$ cat src/include/simon_macros.svh
// shared sizes and constants for the memory game, included by the package and the RTL units
`ifndef SIMON_MACROS_SVH
`define SIMON_MACROS_SVH

// one sequence word holds ten 2-bit squares
`define SIMON_WORD_BITS 20
`define SIMON_MAX_SQUARES 10

// level 1 plays 3 squares, level 8 plays 10
`define SIMON_MIN_LENGTH 3
`define SIMON_LAST_LEVEL 8

// x^20 + x^17 + 1, taps counted from 1
`define SIMON_LFSR_SEED 20'h01234
`define SIMON_LFSR_TAP_A 20
`define SIMON_LFSR_TAP_B 17

`define SIMON_TICK_CYCLES 4 // clocks per flash and per gap, a board build uses ~1 s

`endif

$ cat src/hw/simonPkg.sv
// game types and the length rule, referenced by the RTL units through scoped names
`include "simon_macros.svh"

package simonPkg;

    typedef enum logic [1:0] {
        topLeft     = 2'd0,
        topRight    = 2'd1,
        bottomLeft  = 2'd2,
        bottomRight = 2'd3
    } squareT;

    // square i sits at bits 2i+1:2i, square 0 plays first
    typedef union packed {
        logic [`SIMON_WORD_BITS-1:0]     raw;     // lfsr view
        squareT [`SIMON_MAX_SQUARES-1:0] squares; // game view
    } seqWordU;

    typedef logic [3:0] levelT; // levels 1 to 8

    function automatic logic [3:0] seqLength(levelT level);
        return 4'(level + levelT'(`SIMON_MIN_LENGTH - 1));
    endfunction

endpackage

$ cat src/hw/gameController.sv
// game fsm: waits for a word, runs playback, arms the checker and keeps the level
`timescale 1ns/1ps
`include "simon_macros.svh"

module gameController (
    input  logic            clock,
    input  logic            resetn,
    input  logic            go,
    input  logic            frontValid,
    input  logic            playDone,
    input  logic            stepMiss,
    input  logic            levelClear,
    output simonPkg::levelT level,
    output logic            playStart,
    output logic            checkArm,
    output logic            popWord,
    output logic            winState,
    output logic            loseState
);

    typedef enum logic [2:0] {
        stIdle,
        stWaitWord,
        stPlay,
        stInput,
        stWin,
        stLose
    } stateT;

    stateT currState;
    stateT nextState;
    logic  lastLevel;
    logic  newGame;

    assign lastLevel = (level == simonPkg::levelT'(`SIMON_LAST_LEVEL));
    // go only counts where a game can start
    assign newGame   = go & ((currState == stIdle) | (currState == stWin) |
                             (currState == stLose));

    always_comb begin
        nextState = currState;
        case (currState)
            stIdle: begin
                if (go) nextState = stWaitWord;
            end
            stWaitWord: begin
                if (frontValid) nextState = stPlay;
            end
            stPlay: begin
                if (playDone) nextState = stInput;
            end
            stInput: begin
                if (stepMiss) begin
                    nextState = stLose;
                end else if (levelClear) begin
                    nextState = lastLevel ? stWin : stWaitWord;
                end
            end
            stWin, stLose: begin
                if (go) nextState = stWaitWord;
            end
            default: nextState = stIdle;
        endcase
    end

    always_ff @(posedge clock) begin
        if (resetn) begin
            currState <= stIdle;
        end else begin
            currState <= nextState;
        end
    end

    // level stays put on a loss so it can be read out
    always_ff @(posedge clock) begin
        if (resetn) begin
            level <= simonPkg::levelT'(1);
        end else if (newGame) begin
            level <= simonPkg::levelT'(1);
        end else if (currState == stInput && levelClear && !stepMiss && !lastLevel) begin
            level <= level + simonPkg::levelT'(1);
        end
    end

    assign playStart = (currState == stWaitWord) & frontValid;
    assign checkArm  = (currState == stInput);
    assign popWord   = (currState == stInput) & (levelClear | stepMiss); // word is spent
    assign winState  = (currState == stWin);
    assign loseState = (currState == stLose);

endmodule

$ cat src/hw/inputChecker.sv
// key checker: takes key presses while armed and compares them with the front word in order
`timescale 1ns/1ps

module inputChecker (
    input  logic              clock,
    input  logic              resetn,
    input  logic              checkArm,
    input  simonPkg::levelT   level,
    input  simonPkg::seqWordU frontWord,
    input  logic              keyValid,
    input  simonPkg::squareT  keyCode,
    output logic              keyReady,
    output logic              stepMiss,
    output logic              levelClear
);

    logic [3:0] roundIdx;
    logic [3:0] lastIdx;
    logic       armQ;
    logic       keyTaken; // result of the last key still pending
    logic       finished; // miss or clear already reported
    logic       keyFire;

    assign lastIdx  = simonPkg::seqLength(level) - 4'd1;
    assign keyReady = checkArm & armQ & ~keyTaken & ~finished;
    assign keyFire  = keyValid & keyReady;

    always_ff @(posedge clock) begin
        if (resetn) begin
            roundIdx   <= 4'd0;
            armQ       <= 1'b0;
            keyTaken   <= 1'b0;
            finished   <= 1'b0;
            stepMiss   <= 1'b0;
            levelClear <= 1'b0;
        end else begin
            armQ       <= checkArm;
            keyTaken   <= 1'b0;
            stepMiss   <= 1'b0;
            levelClear <= 1'b0;
            if (checkArm && !armQ) begin
                roundIdx <= 4'd0; // new round
                finished <= 1'b0;
            end else if (keyFire) begin
                keyTaken <= 1'b1;
                if (keyCode != frontWord.squares[roundIdx]) begin
                    stepMiss <= 1'b1;
                    finished <= 1'b1;
                end else if (roundIdx == lastIdx) begin
                    levelClear <= 1'b1;
                    finished   <= 1'b1;
                end else begin
                    roundIdx <= roundIdx + 4'd1;
                end
            end
        end
    end

endmodule

$ cat src/hw/patternPlayer.sv
// playback unit: flashes the first seqLength(level) squares of the front word, flash then gap
`timescale 1ns/1ps
`include "simon_macros.svh"

module patternPlayer (
    input  logic              clock,
    input  logic              resetn,
    input  logic              playStart,
    input  simonPkg::levelT   level,
    input  simonPkg::seqWordU frontWord,
    output simonPkg::squareT  square,
    output logic              flashOn,
    output logic              playDone
);

    localparam int TickBits = $clog2(`SIMON_TICK_CYCLES + 1);

    logic [TickBits-1:0] tickCount;
    logic                tickDone;
    logic [3:0]          stepIdx;
    logic [3:0]          lastStep;
    logic                gapPhase; // low while the square is lit
    logic                busy;

    assign tickDone = (tickCount == TickBits'(`SIMON_TICK_CYCLES - 1));
    assign lastStep = simonPkg::seqLength(level) - 4'd1;

    always_ff @(posedge clock) begin
        if (resetn) begin
            busy      <= 1'b0;
            gapPhase  <= 1'b0;
            stepIdx   <= 4'd0;
            tickCount <= '0;
            playDone  <= 1'b0;
        end else begin
            playDone <= 1'b0;
            if (playStart && !busy) begin
                busy      <= 1'b1;
                gapPhase  <= 1'b0;
                stepIdx   <= 4'd0;
                tickCount <= '0;
            end else if (busy) begin
                if (tickDone) begin
                    tickCount <= '0;
                    if (!gapPhase) begin
                        gapPhase <= 1'b1;
                    end else if (stepIdx == lastStep) begin
                        // last gap over
                        busy     <= 1'b0;
                        playDone <= 1'b1;
                    end else begin
                        gapPhase <= 1'b0;
                        stepIdx  <= stepIdx + 4'd1;
                    end
                end else begin
                    tickCount <= tickCount + 1'b1;
                end
            end
        end
    end

    assign flashOn = busy & ~gapPhase;
    assign square  = frontWord.squares[stepIdx];

endmodule

$ cat src/hw/sequenceLfsr.sv
// word producer: shifts a 20-bit lfsr a full word between handshakes and offers it valid/ready
`timescale 1ns/1ps
`include "simon_macros.svh"

module sequenceLfsr (
    input  logic              clock,
    input  logic              resetn,
    output logic              seqValid,
    output simonPkg::seqWordU seqWord,
    input  logic              seqReady
);

    localparam int CountBits = $clog2(`SIMON_WORD_BITS);

    simonPkg::seqWordU    lfsrState;
    logic [CountBits-1:0] shiftCount; // shifts done toward the next word
    logic                 feedback;

    assign feedback = lfsrState.raw[`SIMON_LFSR_TAP_A-1] ^ lfsrState.raw[`SIMON_LFSR_TAP_B-1];

    always_ff @(posedge clock) begin
        if (resetn) begin
            lfsrState.raw <= `SIMON_LFSR_SEED;
            shiftCount    <= '0;
            seqValid      <= 1'b0;
        end else if (seqValid) begin
            // hold the word until the store takes it
            if (seqReady) begin
                seqValid   <= 1'b0;
                shiftCount <= '0;
            end
        end else begin
            lfsrState.raw <= {lfsrState.raw[`SIMON_WORD_BITS-2:0], feedback};
            if (shiftCount == CountBits'(`SIMON_WORD_BITS - 1)) begin
                seqValid <= 1'b1; // 20th shift lands this cycle
            end else begin
                shiftCount <= shiftCount + 1'b1;
            end
        end
    end

    assign seqWord = lfsrState;

endmodule

$ cat src/hw/sequenceStore.sv
// two-entry word fifo between the lfsr and the player/checker, popped by the controller
`timescale 1ns/1ps

module sequenceStore (
    input  logic              clock,
    input  logic              resetn,
    input  logic              seqValid,
    input  simonPkg::seqWordU seqWord,
    output logic              seqReady,
    input  logic              popWord,
    output simonPkg::seqWordU frontWord,
    output logic              frontValid
);

    simonPkg::seqWordU entries [2];
    logic [1:0]        count;
    logic              wrPtr;
    logic              rdPtr;
    logic              push;
    logic              pop;

    assign seqReady   = (count != 2'd2);
    assign frontValid = (count != 2'd0);
    assign push       = seqValid & seqReady;
    assign pop        = popWord & frontValid;

    always_ff @(posedge clock) begin
        if (push) begin
            entries[wrPtr] <= seqWord;
        end
    end

    always_ff @(posedge clock) begin
        if (resetn) begin
            count <= 2'd0;
            wrPtr <= 1'b0;
            rdPtr <= 1'b0;
        end else begin
            if (push) wrPtr <= ~wrPtr;
            if (pop) rdPtr <= ~rdPtr;
            count <= count + {1'b0, push} - {1'b0, pop}; // both may happen together
        end
    end

    assign frontWord = entries[rdPtr];

endmodule

$ cat src/hw/simonTop.sv
// game top level, connects the lfsr, word store, player, checker and controller
`timescale 1ns/1ps

module simonTop (
    input  logic             clock,
    input  logic             resetn,
    input  logic             go,
    input  logic             keyValid,
    input  simonPkg::squareT keyCode,
    output logic             keyReady,
    output simonPkg::squareT square,
    output logic             flashOn,
    output simonPkg::levelT  level,
    output logic             winState,
    output logic             loseState
);

    logic              seqValid;
    logic              seqReady;
    simonPkg::seqWordU seqWord;
    simonPkg::seqWordU frontWord;
    logic              frontValid;
    logic              popWord;
    logic              playStart;
    logic              playDone;
    logic              checkArm;
    logic              stepMiss;
    logic              levelClear;

    sequenceLfsr u_lfsr (
        .clock, .resetn,
        .seqValid, .seqWord, .seqReady
    );

    sequenceStore u_store (
        .clock, .resetn,
        .seqValid, .seqWord, .seqReady,
        .popWord, .frontWord, .frontValid
    );

    patternPlayer u_player (
        .clock, .resetn,
        .playStart, .level, .frontWord,
        .square, .flashOn, .playDone
    );

    inputChecker u_checker (
        .clock, .resetn,
        .checkArm, .level, .frontWord,
        .keyValid, .keyCode, .keyReady,
        .stepMiss, .levelClear
    );

    gameController u_ctrl (
        .clock, .resetn,
        .go, .frontValid, .playDone, .stepMiss, .levelClear,
        .level, .playStart, .checkArm, .popWord,
        .winState, .loseState
    );

endmodule

$ cat config.mk
export PLATFORM = sky130hd
export DESIGN_NAME = simonTop
export DESIGN_NICKNAME = d
export VERILOG_FILES = /design/src/hw/simonPkg.sv /design/src/hw/gameController.sv /design/src/hw/inputChecker.sv /design/src/hw/patternPlayer.sv /design/src/hw/sequenceLfsr.sv /design/src/hw/sequenceStore.sv /design/src/hw/simonTop.sv
export VERILOG_INCLUDE_DIRS = /design/src /design/src/include
export SDC_FILE = /design/constraint.sdc
export NUM_CORES = 1
export LEC_CHECK = 0
export BUFFER_PORTS_ARGS = -buffer_cell sky130_fd_sc_hd__buf_2
export CAP_MARGIN = 5
export CORE_UTILIZATION = 47
export CTS_CLUSTER_SIZE = 20
export DETAILED_ROUTE_END_ITERATION = 8
export SYNTH_ARGS = -nofsm -noshare
export SYNTH_HDL_FRONTEND = slang
export SYNTH_SLANG_ARGS = --single-unit
$ cat constraint.sdc
create_clock -name clock -period 3.5 [get_ports clock]
set_input_delay 0.525 -clock clock [delete_from_list [all_inputs] [get_ports clock]]
set_output_delay 0.525 -clock clock [all_outputs]
set_load 0.05 [all_outputs]
# == After elaboration in Yosys (flattened, before gate mapping) ==
# Memory sizes are Yosys's and may differ from the RTL's. A register that Yosys moved wholly into a read port is not among the register bits.
# Index checks and enable logic that the tools add are counted.
# op_classes
n_addsub,9
order_cmp,2
eq_ne,18
mux,34
bitwise,25
reduce_logical,25
# op_table
operator,n
$mux 3,7
$mux 1,19
$bmux 2 s4,2
$mux 5,3
$add 4x1->4 const B,3
$pmux 3 s4,1
$not 1->1,11
$and 1x1->1,10
$lt 4x5->1 const B,2
$eq 3x2->1 const B,3
$eq 4x4->1,2
$ne 2x1->1 const B,4
$reduce_and 4->1,2
$eq 3x3->1 const B,2
$reduce_and 2->1,3
$reduce_or 2->1,3
$reduce_or 3->1,2
$add 5x1->5 const B,1
$eq 5x5->1 const B,1
$logic_and 1x1->1,5
$reduce_or 5->1,1
$add 4x2->4 const B,1
$eq 4x4->1 const B,1
$logic_not 1->1,4
other kinds (15),20
# word_totals
reg_bits,56
ram_bits,40
in_bits,6
out_inout_bits,10
n_memories,1
# mem_list
name,words,word_bits,rd,rd_clocked_by_memory_dff,write_ports,line,source
u_store.entries,2,20,1,1,1,sequenceStore.sv:15,simonPkg::seqWordU entries [2];

# == Longest topological paths before layout ==
# Gate-level depths: netlist of run 1.
# logic_depth
ltp_word,8
ltp_mapped,9

# == By module ==
# A second synthesis of run 1 with hierarchy kept.
# hier_totals
hier_cells,416
hier_area_um2,4829.6
# modules_own_cells
module,instances,cells_each,area_per_inst_um2
sequenceStore,1,86,1674.1
sequenceLfsr,1,102,1048.5
patternPlayer,1,88,854.6
inputChecker,1,85,760.7
gameController,1,55,491.7

# == Worst setup path before layout of run 1 ==
# No wires, ideal clock.
# synth_path
kind,reg-to-reg
startpoint,reg u_ctrl.currState[0]
endpoint,reg u_checker.roundIdx[3]
setup_time_ns,0.070
t_arrival_ns,3.776
required_time_ns,3.430
path_slack_ns,-0.346
path_stages_with_launch,8
cell_sequence,dfxtp_1 > nor2b_1 > nand2_1 > nor4b_1 > nand2_1 > a2111o_1 > or3_1 > a21oi_1
# synth_via
elab_chain_cells,6
# synth_lines
item,line,source
"start, declared",gameController.sv:30,stateT currState;
"start signal, assigned",gameController.sv:68,currState <= stIdle;
"start signal, assigned",gameController.sv:70,currState <= nextState;
$eq 3x2->1,gameController.sv:86,assign checkArm = (currState == stInput);
$and 1x1->1 (3 in series),inputChecker.sv:25,assign keyReady = checkArm & armQ & ~keyTaken & ~finished;
via keyReady,simonTop.sv:10,"output logic keyReady,"
$and 1x1->1,inputChecker.sv:26,assign keyFire = keyValid & keyReady;
$reduce_and 3->1 (no line),--,
"end signal, assigned",inputChecker.sv:53,roundIdx <= roundIdx + 4'd1;
"end, declared",inputChecker.sv:17,logic [3:0] roundIdx;
# The timed path passes the listed nets, and every way through them passes these cells.
# A chain may end at the register's enable or synchronous reset.

==> run summary, run 1 <==
Ports - 16
post-synthesis instance area - 4330 sq um
Tcrit/Tclk final - 89.1%
Post-CTS Setup Inserts - 0
initial antenna violation count - 0
DR iter-0 viols - 97
first-pass GRT wire length - 13.3 mm
DR WL/cell - 15.8 um
status - finished with violations
Avg Inst Size Synth - 11.9 sq um
RSZ-0062 raised after global routing - no
layout cells sized above 1 - 15.2%
row count - 34
CP required - 2.97 ns
CTS tree - done
Fmax - 0.321 GHz
Die ar. - 9600 sq um
CP startpoint kind - register
CP max stage delay - 0.56 ns
top area cells in the synthesized netlist - edfxtp_1 (28%), dfxtp_1 (26%), mux4_2 (9.4%), mux2i_1 (7.4%), nor2_1 (4.9%)
Yosys top cell by area - edfxtp_1
HP Start - u_player.tickCount[2]$_SDFFE_PP0P_
Final TNS setup - 0 ns
Max Root-Sink Buffers - 2
Placed Area - 4540 sq um
Post-synth top cells - dfxtp_1 (57), nor2_1 (57), edfxtp_1 (40), mux2i_1 (32), mux4_2 (18)
die height - 98.0 um
post-cts gate resize count - 0
drt pass-1 iters - 6
CP max FO - 11
Total Wirelength - 7.85 mm
Slew @ Worst Pin - 0.951 ns
antenna cells - 0
cell area power density - 430 nW/um^2
slowest CP cell - dfxtp_1
net count after synthesis - 378
reg-to-reg setup timing slack - 0.50 ns
Post-synth ARST share - 0%
Nets - 397
CP Buf/Inv Count - 2
cell count after synthesis - 364
Vias/cell - 5.47
Core ar. - 8810 sq um
crit path capture type - output port
via count - 2713
crit-path cells - buf_4, mux4_2, mux4_2, nor2_1, nor2_1, buf_2
CP Data Arrival Time - 2.60 ns
RePlAce Congestion - 0.799
Routed Antenna Nets - 0
gr ovfl total - 0
hold depth - 2
Total Routing Usage GR - 17.9%
max-slew violations - 0
register bit total from synthesis - 97
clk sinks - 97
count of warnings emitted by yosys - 0
DR DRC count - 1
largest net degree at the start of global routing - 32
port buffer count - 15
Leakage - 1.64 nW
synthesis-to-finish area growth - 9.16%
Post-CTS Hold Fix Bufs - 0
clk_lat worst skew - 0.36 ns
Post-DP HPWL - 5.67 mm
max cap viols - 0
Crit Path Category - register to output port
Worst Skew - 0.0155 ns
area share of the largest cell type after synthesis - 27.8%
worst r2r path cells - 8
cell family with the largest share of critical-path delay - multiplexers
register area share after synthesis - 54.1%
EDFF count, synth - 40
CTS buffer count - 9
Finished Cell Area - 4720 sq um
Tmin final - 3.12 ns
clk slew on worst S/H paths - 0.09 ns
vias in the first global route - 2625
synth unique cells - 44
CTS root buffer - clkbuf_8
Worst VDD drop - 0.198 mV
Die X-Extent - 98.0 um
Initial Util - 49.1%
worst hold path class - register to register
headroom to the max-slew limit - 36.6%
reg-to-reg critical path endpoint - u_checker.roundIdx[3]$_SDFFE_PP0P_
ys flop type - dfxtp_1
failing checks - DRC
H-tree levels - 3
Setup violations, final - 0
Worst Hold Path EP - u_player.tickCount[2]$_SDFFE_PP0P_
Final Hold Fails - 0
cells in the final DEF (no fill, tap or decap), drive strengths merged, types with 8 or more instances in the layout:
master	instances
nor3	11
xnor2	15
nand2	17
edfxtp	40
dfxtp	57
buf	24
nor2	57
nand2b	8
clkbuf	12
mux4	19
xor2	11
inv	10
mux2i	32
ha	8
a21oi	11
kinds of logic after synthesis:
logic type                 synth area share (%)
DFF                                        54.1
AOI/OAI and AO/OA                          5.03
buffers and inverters                      2.52
xor gates and xnor gates                   5.26
muxes                                      17.6
adders and majority gates                  2.31
and+or+nand+nor                            13.1
cell type report:
cell class | count | area (sq um)
clock buffer | 12 | 156
tap | 108 | 135
clock inverter | 4 | 27.5
timing repair buffer | 24 | 143
multi-input combinational | 241 | 1880
sequential | 97 | 2340
fill | 757 | 4080
inverter | 10 | 37.5
worst min-delay path, delay by kind of cell (launching register included):
family	cells	cell delay (ns)
flops	1	0.33
simple gates	2	0.09
flip-flops by register name, indices dropped and copies added (netlist names), 2 cells and up, named ones only:
name / cells
u_lfsr.seqWord: 20
u_store.count: 2
u_checker.roundIdx: 4
u_player.tickCount: 3
u_ctrl.level: 4
u_store.entries: 40
u_ctrl.currState: 3
u_player.stepIdx: 4
u_lfsr.shiftCount: 5
per-layer routing:
metal / up-vias / global-route usage [%] / part of all wire (%)
met4: 0 / 5.71 / 1.1
met2: 45 / 29.6 / 49
met3: 8 / 3.94 / 3.5
met1: 1312 / 23.4 / 46
li1: 1348 / - / -
met5: - / 0 / 0
where the power goes:
| part | switching (mW) | internal [mW] | leakage, nW |
|---|---|---|---|
| Sequential | 0.0382 | 1.20 | 0.829 |
| Clock | 0.381 | 0.304 | 0.0959 |
| Combinational | 0.0628 | 0.0475 | 0.712 |
how the worst max path moves through the flow:
stage / cells past startpoint / start / endpoint / slack [ns]
after floorplan: 7 / u_ctrl.currState[0]$_SDFFE_PP0P_ / u_checker.roundIdx[3]$_SDFFE_PP0P_ / 0.50
final: 6 / register / square[0] / 0.38
after detailed placement: 8 / register / u_checker.roundIdx[3]$_SDFFE_PP0P_ / 0.50
after CTS: 6 / register / square[0] / 0.33
after global placement: 7 / register / u_checker.roundIdx[3]$_SDFFE_PP0P_ / 0.53
after global routing: 6 / register / square[0] / 0.18
metrics by stage:
stage | utilization (%) | setup slack [ns] | instances | hold WS (ns) | power (mW)
after floorplan | - | 0.498 | 364 | 0.418 | 1.34
after global placement | 51.6 | 0.531 | 480 | 0.434 | 1.37
after detailed placement | 51.6 | 0.496 | 480 | 0.441 | 1.37
after CTS | 53.7 | 0.334 | 496 | 0.453 | 2.05
after global routing | 53.7 | 0.180 | 496 | 0.490 | 2.12
final | 53.7 | 0.380 | 496 | 0.447 | 2.03
Note: power is estimated with default switching activity, not from simulation.
==> run 2, diff against run 1 <==
- BUFFER_PORTS_ARGS: -buffer_cell sky130_fd_sc_hd__buf_2 -> -buffer_cell sky130_fd_sc_hd__clkbuf_2
- CORE_UTILIZATION: 47 -> 30
- CTS_BUF_LIST: unset -> sky130_fd_sc_hd__clkbuf_8
==> run 2 against run 1 <==
  * The flow now finishes without violations
  * Power is 5.1% higher
  * Via count decreased by 1.0%
  * Core utilization fell by 19 points
  * Die area rose by 55%
  * Critical path depth did not move
  * Sequential power is essentially flat
  * Non-clock buffer count fell by 1
  * Final cell count increased by 14%
  * Flip-flop and latch count stayed put
  * Fmax shrank 1.4%
  * Register-to-register slack lost 0.02 ns
  * Wire length rose by 3.1%
  * Largest cell class unchanged
==> run summary, run 2 (same netlist as run 1, synthesis figures left out) <==
Worst VDD drop - 0.167 mV (-16%)
Die X-Extent - 122 um (+25%)
DR WL/cell - 14.3 um (-9.8%)
Leakage - 1.66 nW (+1.2%)
busiest grt layer - met2
die height - 122 um (+25%)
Fmax - 0.316 GHz (-1.4%)
most frequent cells in the layout - nor2_1 (57), dfxtp_1 (57), edfxtp_1 (40)
Max Root-Sink Buffers - 2 (unchanged)
Tmin final - 3.17 ns (+0.0457 ns)
Core ar. - 14000 sq um (+59%)
H-tree levels - 3 (unchanged)
RePlAce Congestion - 0.762 (-4.6%)
Tcrit/Tclk final - 90.4% (+1.3 points)
reg-to-reg critical path endpoint - u_checker.roundIdx[3]$_SDFFE_PP0P_
clk_lat worst skew - 0.37 ns (about the same)
post-layout util - 34.6% (-19 points)
RSZ-0062 raised after global routing - no
M1 GR Usage - 14.4% (-8.9 points)
HP Start - u_player.tickCount[2]$_SDFFE_PP0P_
Setup violations, final - 0 (unchanged)
row count - 43 (+26%)
first-pass GRT wire length - 13.1 mm (-1.7%)
Initial Util - 30.9% (-18 points)
max cap viols - 0 (unchanged)
Nets - 396 (-0.25%)
status - complete, no violations
CP Data Arrival Time - 2.64 ns (+0.04 ns)
Die ar. - 14900 sq um (+55%)
max-slew violations - 0 (unchanged)
met3 Resource Use GR - 3.28% (-0.66 points)
Total Routing Usage GR - 11.8% (-6.0 points)
Routed Antenna Nets - 0 (unchanged)
CP required - 2.97 ns (about the same)
initial antenna violation count - 0 (unchanged)
DR DRC count - 0 (-1)
CTS root buffer - clkbuf_8
Post-CTS Setup Inserts - 0 (unchanged)
Vias/cell - 4.74 (-13%)
crit path capture type - output port
hold depth - 2 (unchanged)
CP max FO - 12 (+1)
reg-to-reg setup timing slack - 0.48 ns (-0.02 ns)
Post-CTS Hold Fix Bufs - 0 (unchanged)
port buffer count - 15 (unchanged)
cell area power density - 440 nW/um^2 (+2.5%)
Biggest register - u_store.entries
M2 GR Usage - 19.2% (-10 points)
headroom to the max-slew limit - 35.5% (-1.1 points)
antenna cells - 0 (unchanged)
CP startpoint kind - register
Crit Path Category - register to output port
CTS buffer count - 9 (unchanged)
Largest register FFs - 40 (unchanged)
Slew @ Worst Pin - 0.967 ns (+0.0162 ns)
layout cells sized above 1 - 15.0% (-0.22 points)
clk sinks - 97 (unchanged)
gr ovfl total - 0 (unchanged)
largest net degree at the start of global routing - 32 (unchanged)
Worst Skew - 0.00877 ns (-0.00673 ns)
Ports - 16 (unchanged)
Worst Hold Path EP - u_player.tickCount[2]$_SDFFE_PP0P_
clk slew on worst S/H paths - 0.09 ns (about the same)
synthesis-to-finish area growth - 11.9%
worst r2r path cells - 7 (-1)
Post-DP HPWL - 5.75 mm (+1.4%)
DR iter-0 viols - 154 (+59%)
Final TNS setup - 0 ns (unchanged)
via count - 2685 (-1.0%)
drt pass-1 iters - 5 (-1)
worst hold path class - register to register
Total Wirelength - 8.09 mm (+3.1%)
Final Hold Fails - 0 (unchanged)
CTS tree - done
vias in the first global route - 2529 (-3.7%)
post-cts gate resize count - 0 (unchanged)
==> run 2: cell count changes in the layout (fill, tap and decap cells not counted), sizes merged <==
cell	delta
inv	+2
clkbuf	+13
clkinv	-2
bufinv	+2
buf	-16
==> run 2: final cells by class <==
| class | count | area (sq um) |
|---|---|---|
| clock buffers | 10 | 138 |
| clock inverters | 6 | 76.3 |
| fillers | 1405 | 9140 |
| inverters | 10 | 37.5 |
| multi-input cells | 241 | 1890 |
| flip-flops and latches | 97 | 2340 |
| well taps | 180 | 225 |
| repair buffers | 23 | 135 |
==> run 2: how the worst max path moves through the flow <==
stage                                              end  slack, ns  cells past startpoint
global route                                 square[0]       0.21                      6
global placement    u_checker.roundIdx[3]$_SDFFE_PP0P_       0.54                      7
detailed placement  u_checker.roundIdx[3]$_SDFFE_PP0P_       0.50                      7
finish                                       square[0]       0.33                      6
floorplan           u_checker.roundIdx[3]$_SDFFE_PP0P_       0.50                      7
CTS                                          square[0]       0.29                      6
==> run 2: where the power goes <==
group          switching (mW)  total [mW]  leakage [nW]  internal (mW)
Clock                   0.372       0.785         0.120          0.413
Sequential             0.0411        1.24         0.829           1.20
Combinational          0.0643       0.111         0.707         0.0470
==> run 2: routing by layer <==
metal  part of all wire, %  vias up
li1                      -     1346
met1                    45     1277
met2                    49       51
met3                   4.4       11
met4                   1.8        0
met5                     0        -
==> run 2: worst max-delay path: stages, from the launching register on <==
cell and delay, ns:
dfxtp_1 0.55, buf_4 0.31, mux4_2 0.51, mux4_2 0.48, nor2_1 0.10, nor2_1 0.07, clkbuf_2 0.23
==> run 2: metrics by stage <==
| stage | total power [mW] | hold slack, ns | instances | worst slack, ns | instance area [sq um] |
|---|---|---|---|---|---|
| 6_report | 2.13 | 0.444 | 567 | 0.334 | 4840 |
| 5_1_grt | 2.22 | 0.462 | 567 | 0.206 | 4840 |
| 4_1_cts | 2.15 | 0.443 | 567 | 0.294 | 4840 |
| 3_5_place_dp | 1.37 | 0.430 | 551 | 0.500 | 4620 |
| 3_3_place_gp | 1.37 | 0.431 | 551 | 0.543 | 4620 |
| 2_1_floorplan | 1.34 | 0.418 | 364 | 0.498 | 4330 |
==> run 3, diff against run 2 <==
- MAX_ROUTING_LAYER: unset -> met4
- clock period: 3.5 -> 3.6 ns (I/O delays scaled with it)
==> run 3 against run 2 <==
  * Clock power fell by 8.3%
  * Worst setup slack better by 0.17 ns
  * Die area unchanged
  * Global-route usage increased by 0.12 points
  * Hold slack gained 0.0038 ns
  * Flip-flop and latch count is the same
  * Clock skew is 0.0033 ns lower
==> run summary, run 3 (same netlist as run 1, synthesis figures left out) <==
status - complete, no violations
CP Data Arrival Time - 2.55 ns (-0.09 ns)
max-slew violations - 0 (unchanged)
Total Routing Usage GR - 12.0% (+0.12 points)
Total Power - 2.03 mW (-4.7%)
antenna cells - 0 (unchanged)
CTS buffer count - 9 (unchanged)
RSZ-0062 raised after global routing - no
RePlAce Congestion - 0.805 (+5.6%)
layout cells sized above 1 - 15.5% (+0.48 points)
headroom to the max-slew limit - 39.2% (+3.7 points)
Setup violations, final - 0 (unchanged)
cell family with the largest share of critical-path delay - multiplexers
port buffer count - 15 (unchanged)
crit-path cells - buf_4, mux4_2, mux4_2, nor2_1, nor2_1, clkbuf_2
Routed Antenna Nets - 0 (unchanged)
M2 GR Usage - 18.8% (-0.46 points)
CP max FO - 12 (unchanged)
Leakage - 1.64 nW (-0.88%)
Die X-Extent - 122 um (unchanged)
slowest CP cell - mux4_2
Initial Util - 30.9% (unchanged)
worst hold path class - register to register
Tmin final - 3.09 ns
DR WL/cell - 13.6 um (-4.5%)
Worst VDD drop - 0.156 mV (-6.1%)
clk sinks - 97 (unchanged)
combinational fraction of design power - 5.5% (+0.3 points)
via count - 2675 (-0.37%)
DR DRC count - 0 (unchanged)
Crit Path Category - register to output port
Vias/cell - 4.71 (-0.55%)
switching part of the total power - 24.3% (+1.9 points)
Final Hold Fails - 0 (unchanged)
CTS root buffer - clkbuf_8
DR iter-0 viols - 98 (-36%)
post-cts gate resize count - 0 (unchanged)
Max Root-Sink Buffers - 2 (unchanged)
Worst Skew - 0.00544 ns (-0.00333 ns)
cell area power density - 421 nW/um^2 (-4.5%)
CP startpoint kind - register
Sw Pwr - 0.493 mW (+3.4%)
die height - 122 um (unchanged)
Die ar. - 14900 sq um (unchanged)
clk_lat worst skew - 0.38 ns (about the same)
Post-CTS Hold Fix Bufs - 0 (unchanged)
Final TNS setup - 0 ns (unchanged)
drt pass-1 iters - 4 (-1)
H-tree levels - 3 (unchanged)
max cap viols - 0 (unchanged)
Post-DP HPWL - 5.58 mm (-3.0%)
crit path capture type - output port
most frequent cells in the layout - nor2_1 (57), dfxtp_1 (57), edfxtp_1 (40)
Fill cells - 1399 (-0.43%)
synthesis-to-finish area growth - 11.6%
CP required - 3.06 ns (+0.09 ns)
Tcrit/Tclk final - 86.0%
row count - 43 (unchanged)
CP Buf/Inv Count - 2 (unchanged)
clk slew on worst S/H paths - 0.09 ns (about the same)
Slew @ Worst Pin - 0.912 ns (-0.0555 ns)
gr ovfl total - 0 (unchanged)
Post-CTS Setup Inserts - 0 (unchanged)
Pint - 1.54 mW (-7.1%)
first-pass GRT wire length - 13.0 mm (-1.1%)
vias in the first global route - 2631 (+4.0%)
M1 GR Usage - 14.2% (-0.28 points)
sequential power share - 59.1% (+1.1 points)
Clk network pwr share - 35.4% (-1.4 points)
Core ar. - 14000 sq um (unchanged)
Fmax - 0.323 GHz
Biggest register - u_store.entries
largest net degree at the start of global routing - 32 (unchanged)
Total Wirelength - 7.74 mm (-4.4%)
busiest grt layer - met2
Largest register FFs - 40 (unchanged)
initial antenna violation count - 0 (unchanged)
CP max stage delay - 0.52 ns (-0.03 ns)
met3 Resource Use GR - 3.70% (+0.42 points)
CTS tree - done
Nets - 397 (+0.25%)
Ports - 16 (unchanged)
run 3: power by group through the flow:
stage               Combinational, mW  Sequential (mW)  Clock [mW]
global placement                0.107             1.22           0
CTS                             0.113             1.20       0.750
global route                    0.128             1.21       0.791
detailed placement              0.112             1.23           0
floorplan                      0.0955             1.21           0
finish                          0.111             1.20       0.720
run 3: layer usage:
| layer | part of all wire [%] | vias to the layer above |
|---|---|---|
| met3 | 3.1 | 14 |
| met1 | 48 | 1290 |
| met4 | 2.1 | 0 |
| met5 | 0 | - |
| li1 | - | 1343 |
| met2 | 47 | 28 |
run 3: worst paths after layout:
check                                          start  depth (start not counted)  slack (ns)                            endpoint
hold / removal    u_player.tickCount[2]$_SDFFE_PP0P_                          2        0.45  u_player.tickCount[2]$_SDFFE_PP0P_
setup / recovery                            register                          6        0.51                           square[0]
setup reg to reg                            register                          8        0.60  u_checker.roundIdx[3]$_SDFFE_PP0P_
hold reg to reg   u_player.tickCount[2]$_SDFFE_PP0P_                          2        0.45  u_player.tickCount[2]$_SDFFE_PP0P_
run 3: through the flow:
step                cells  hold slack [ns]  worst slack [ns]  cell area (sq um)  util, %
floorplan             364            0.418             0.598               4330        -
global placement      552            0.431             0.697               4630     33.1
detailed placement    552            0.431             0.657               4630     33.1
CTS                   568            0.446             0.457               4830     34.5
global route          568            0.460             0.364               4830     34.5
finish                568            0.448             0.505               4830     34.5
run 3: tightest hold or removal path: stages, from the launching register on:
cell	delay, ns
dfxtp_1	0.33
nand2_1	0.06
nor2_1	0.03
run 3: final cells by class:
class	count	area, sq um	area share [%]
repair buffers	24	143	2.95
clock inverters	7	76.3	1.58
clock buffers	9	124	2.56
multi-input cells	241	1880	39.0
inverters	10	37.5	0.777
flip-flops and latches	97	2340	48.5
well taps	180	225	4.66
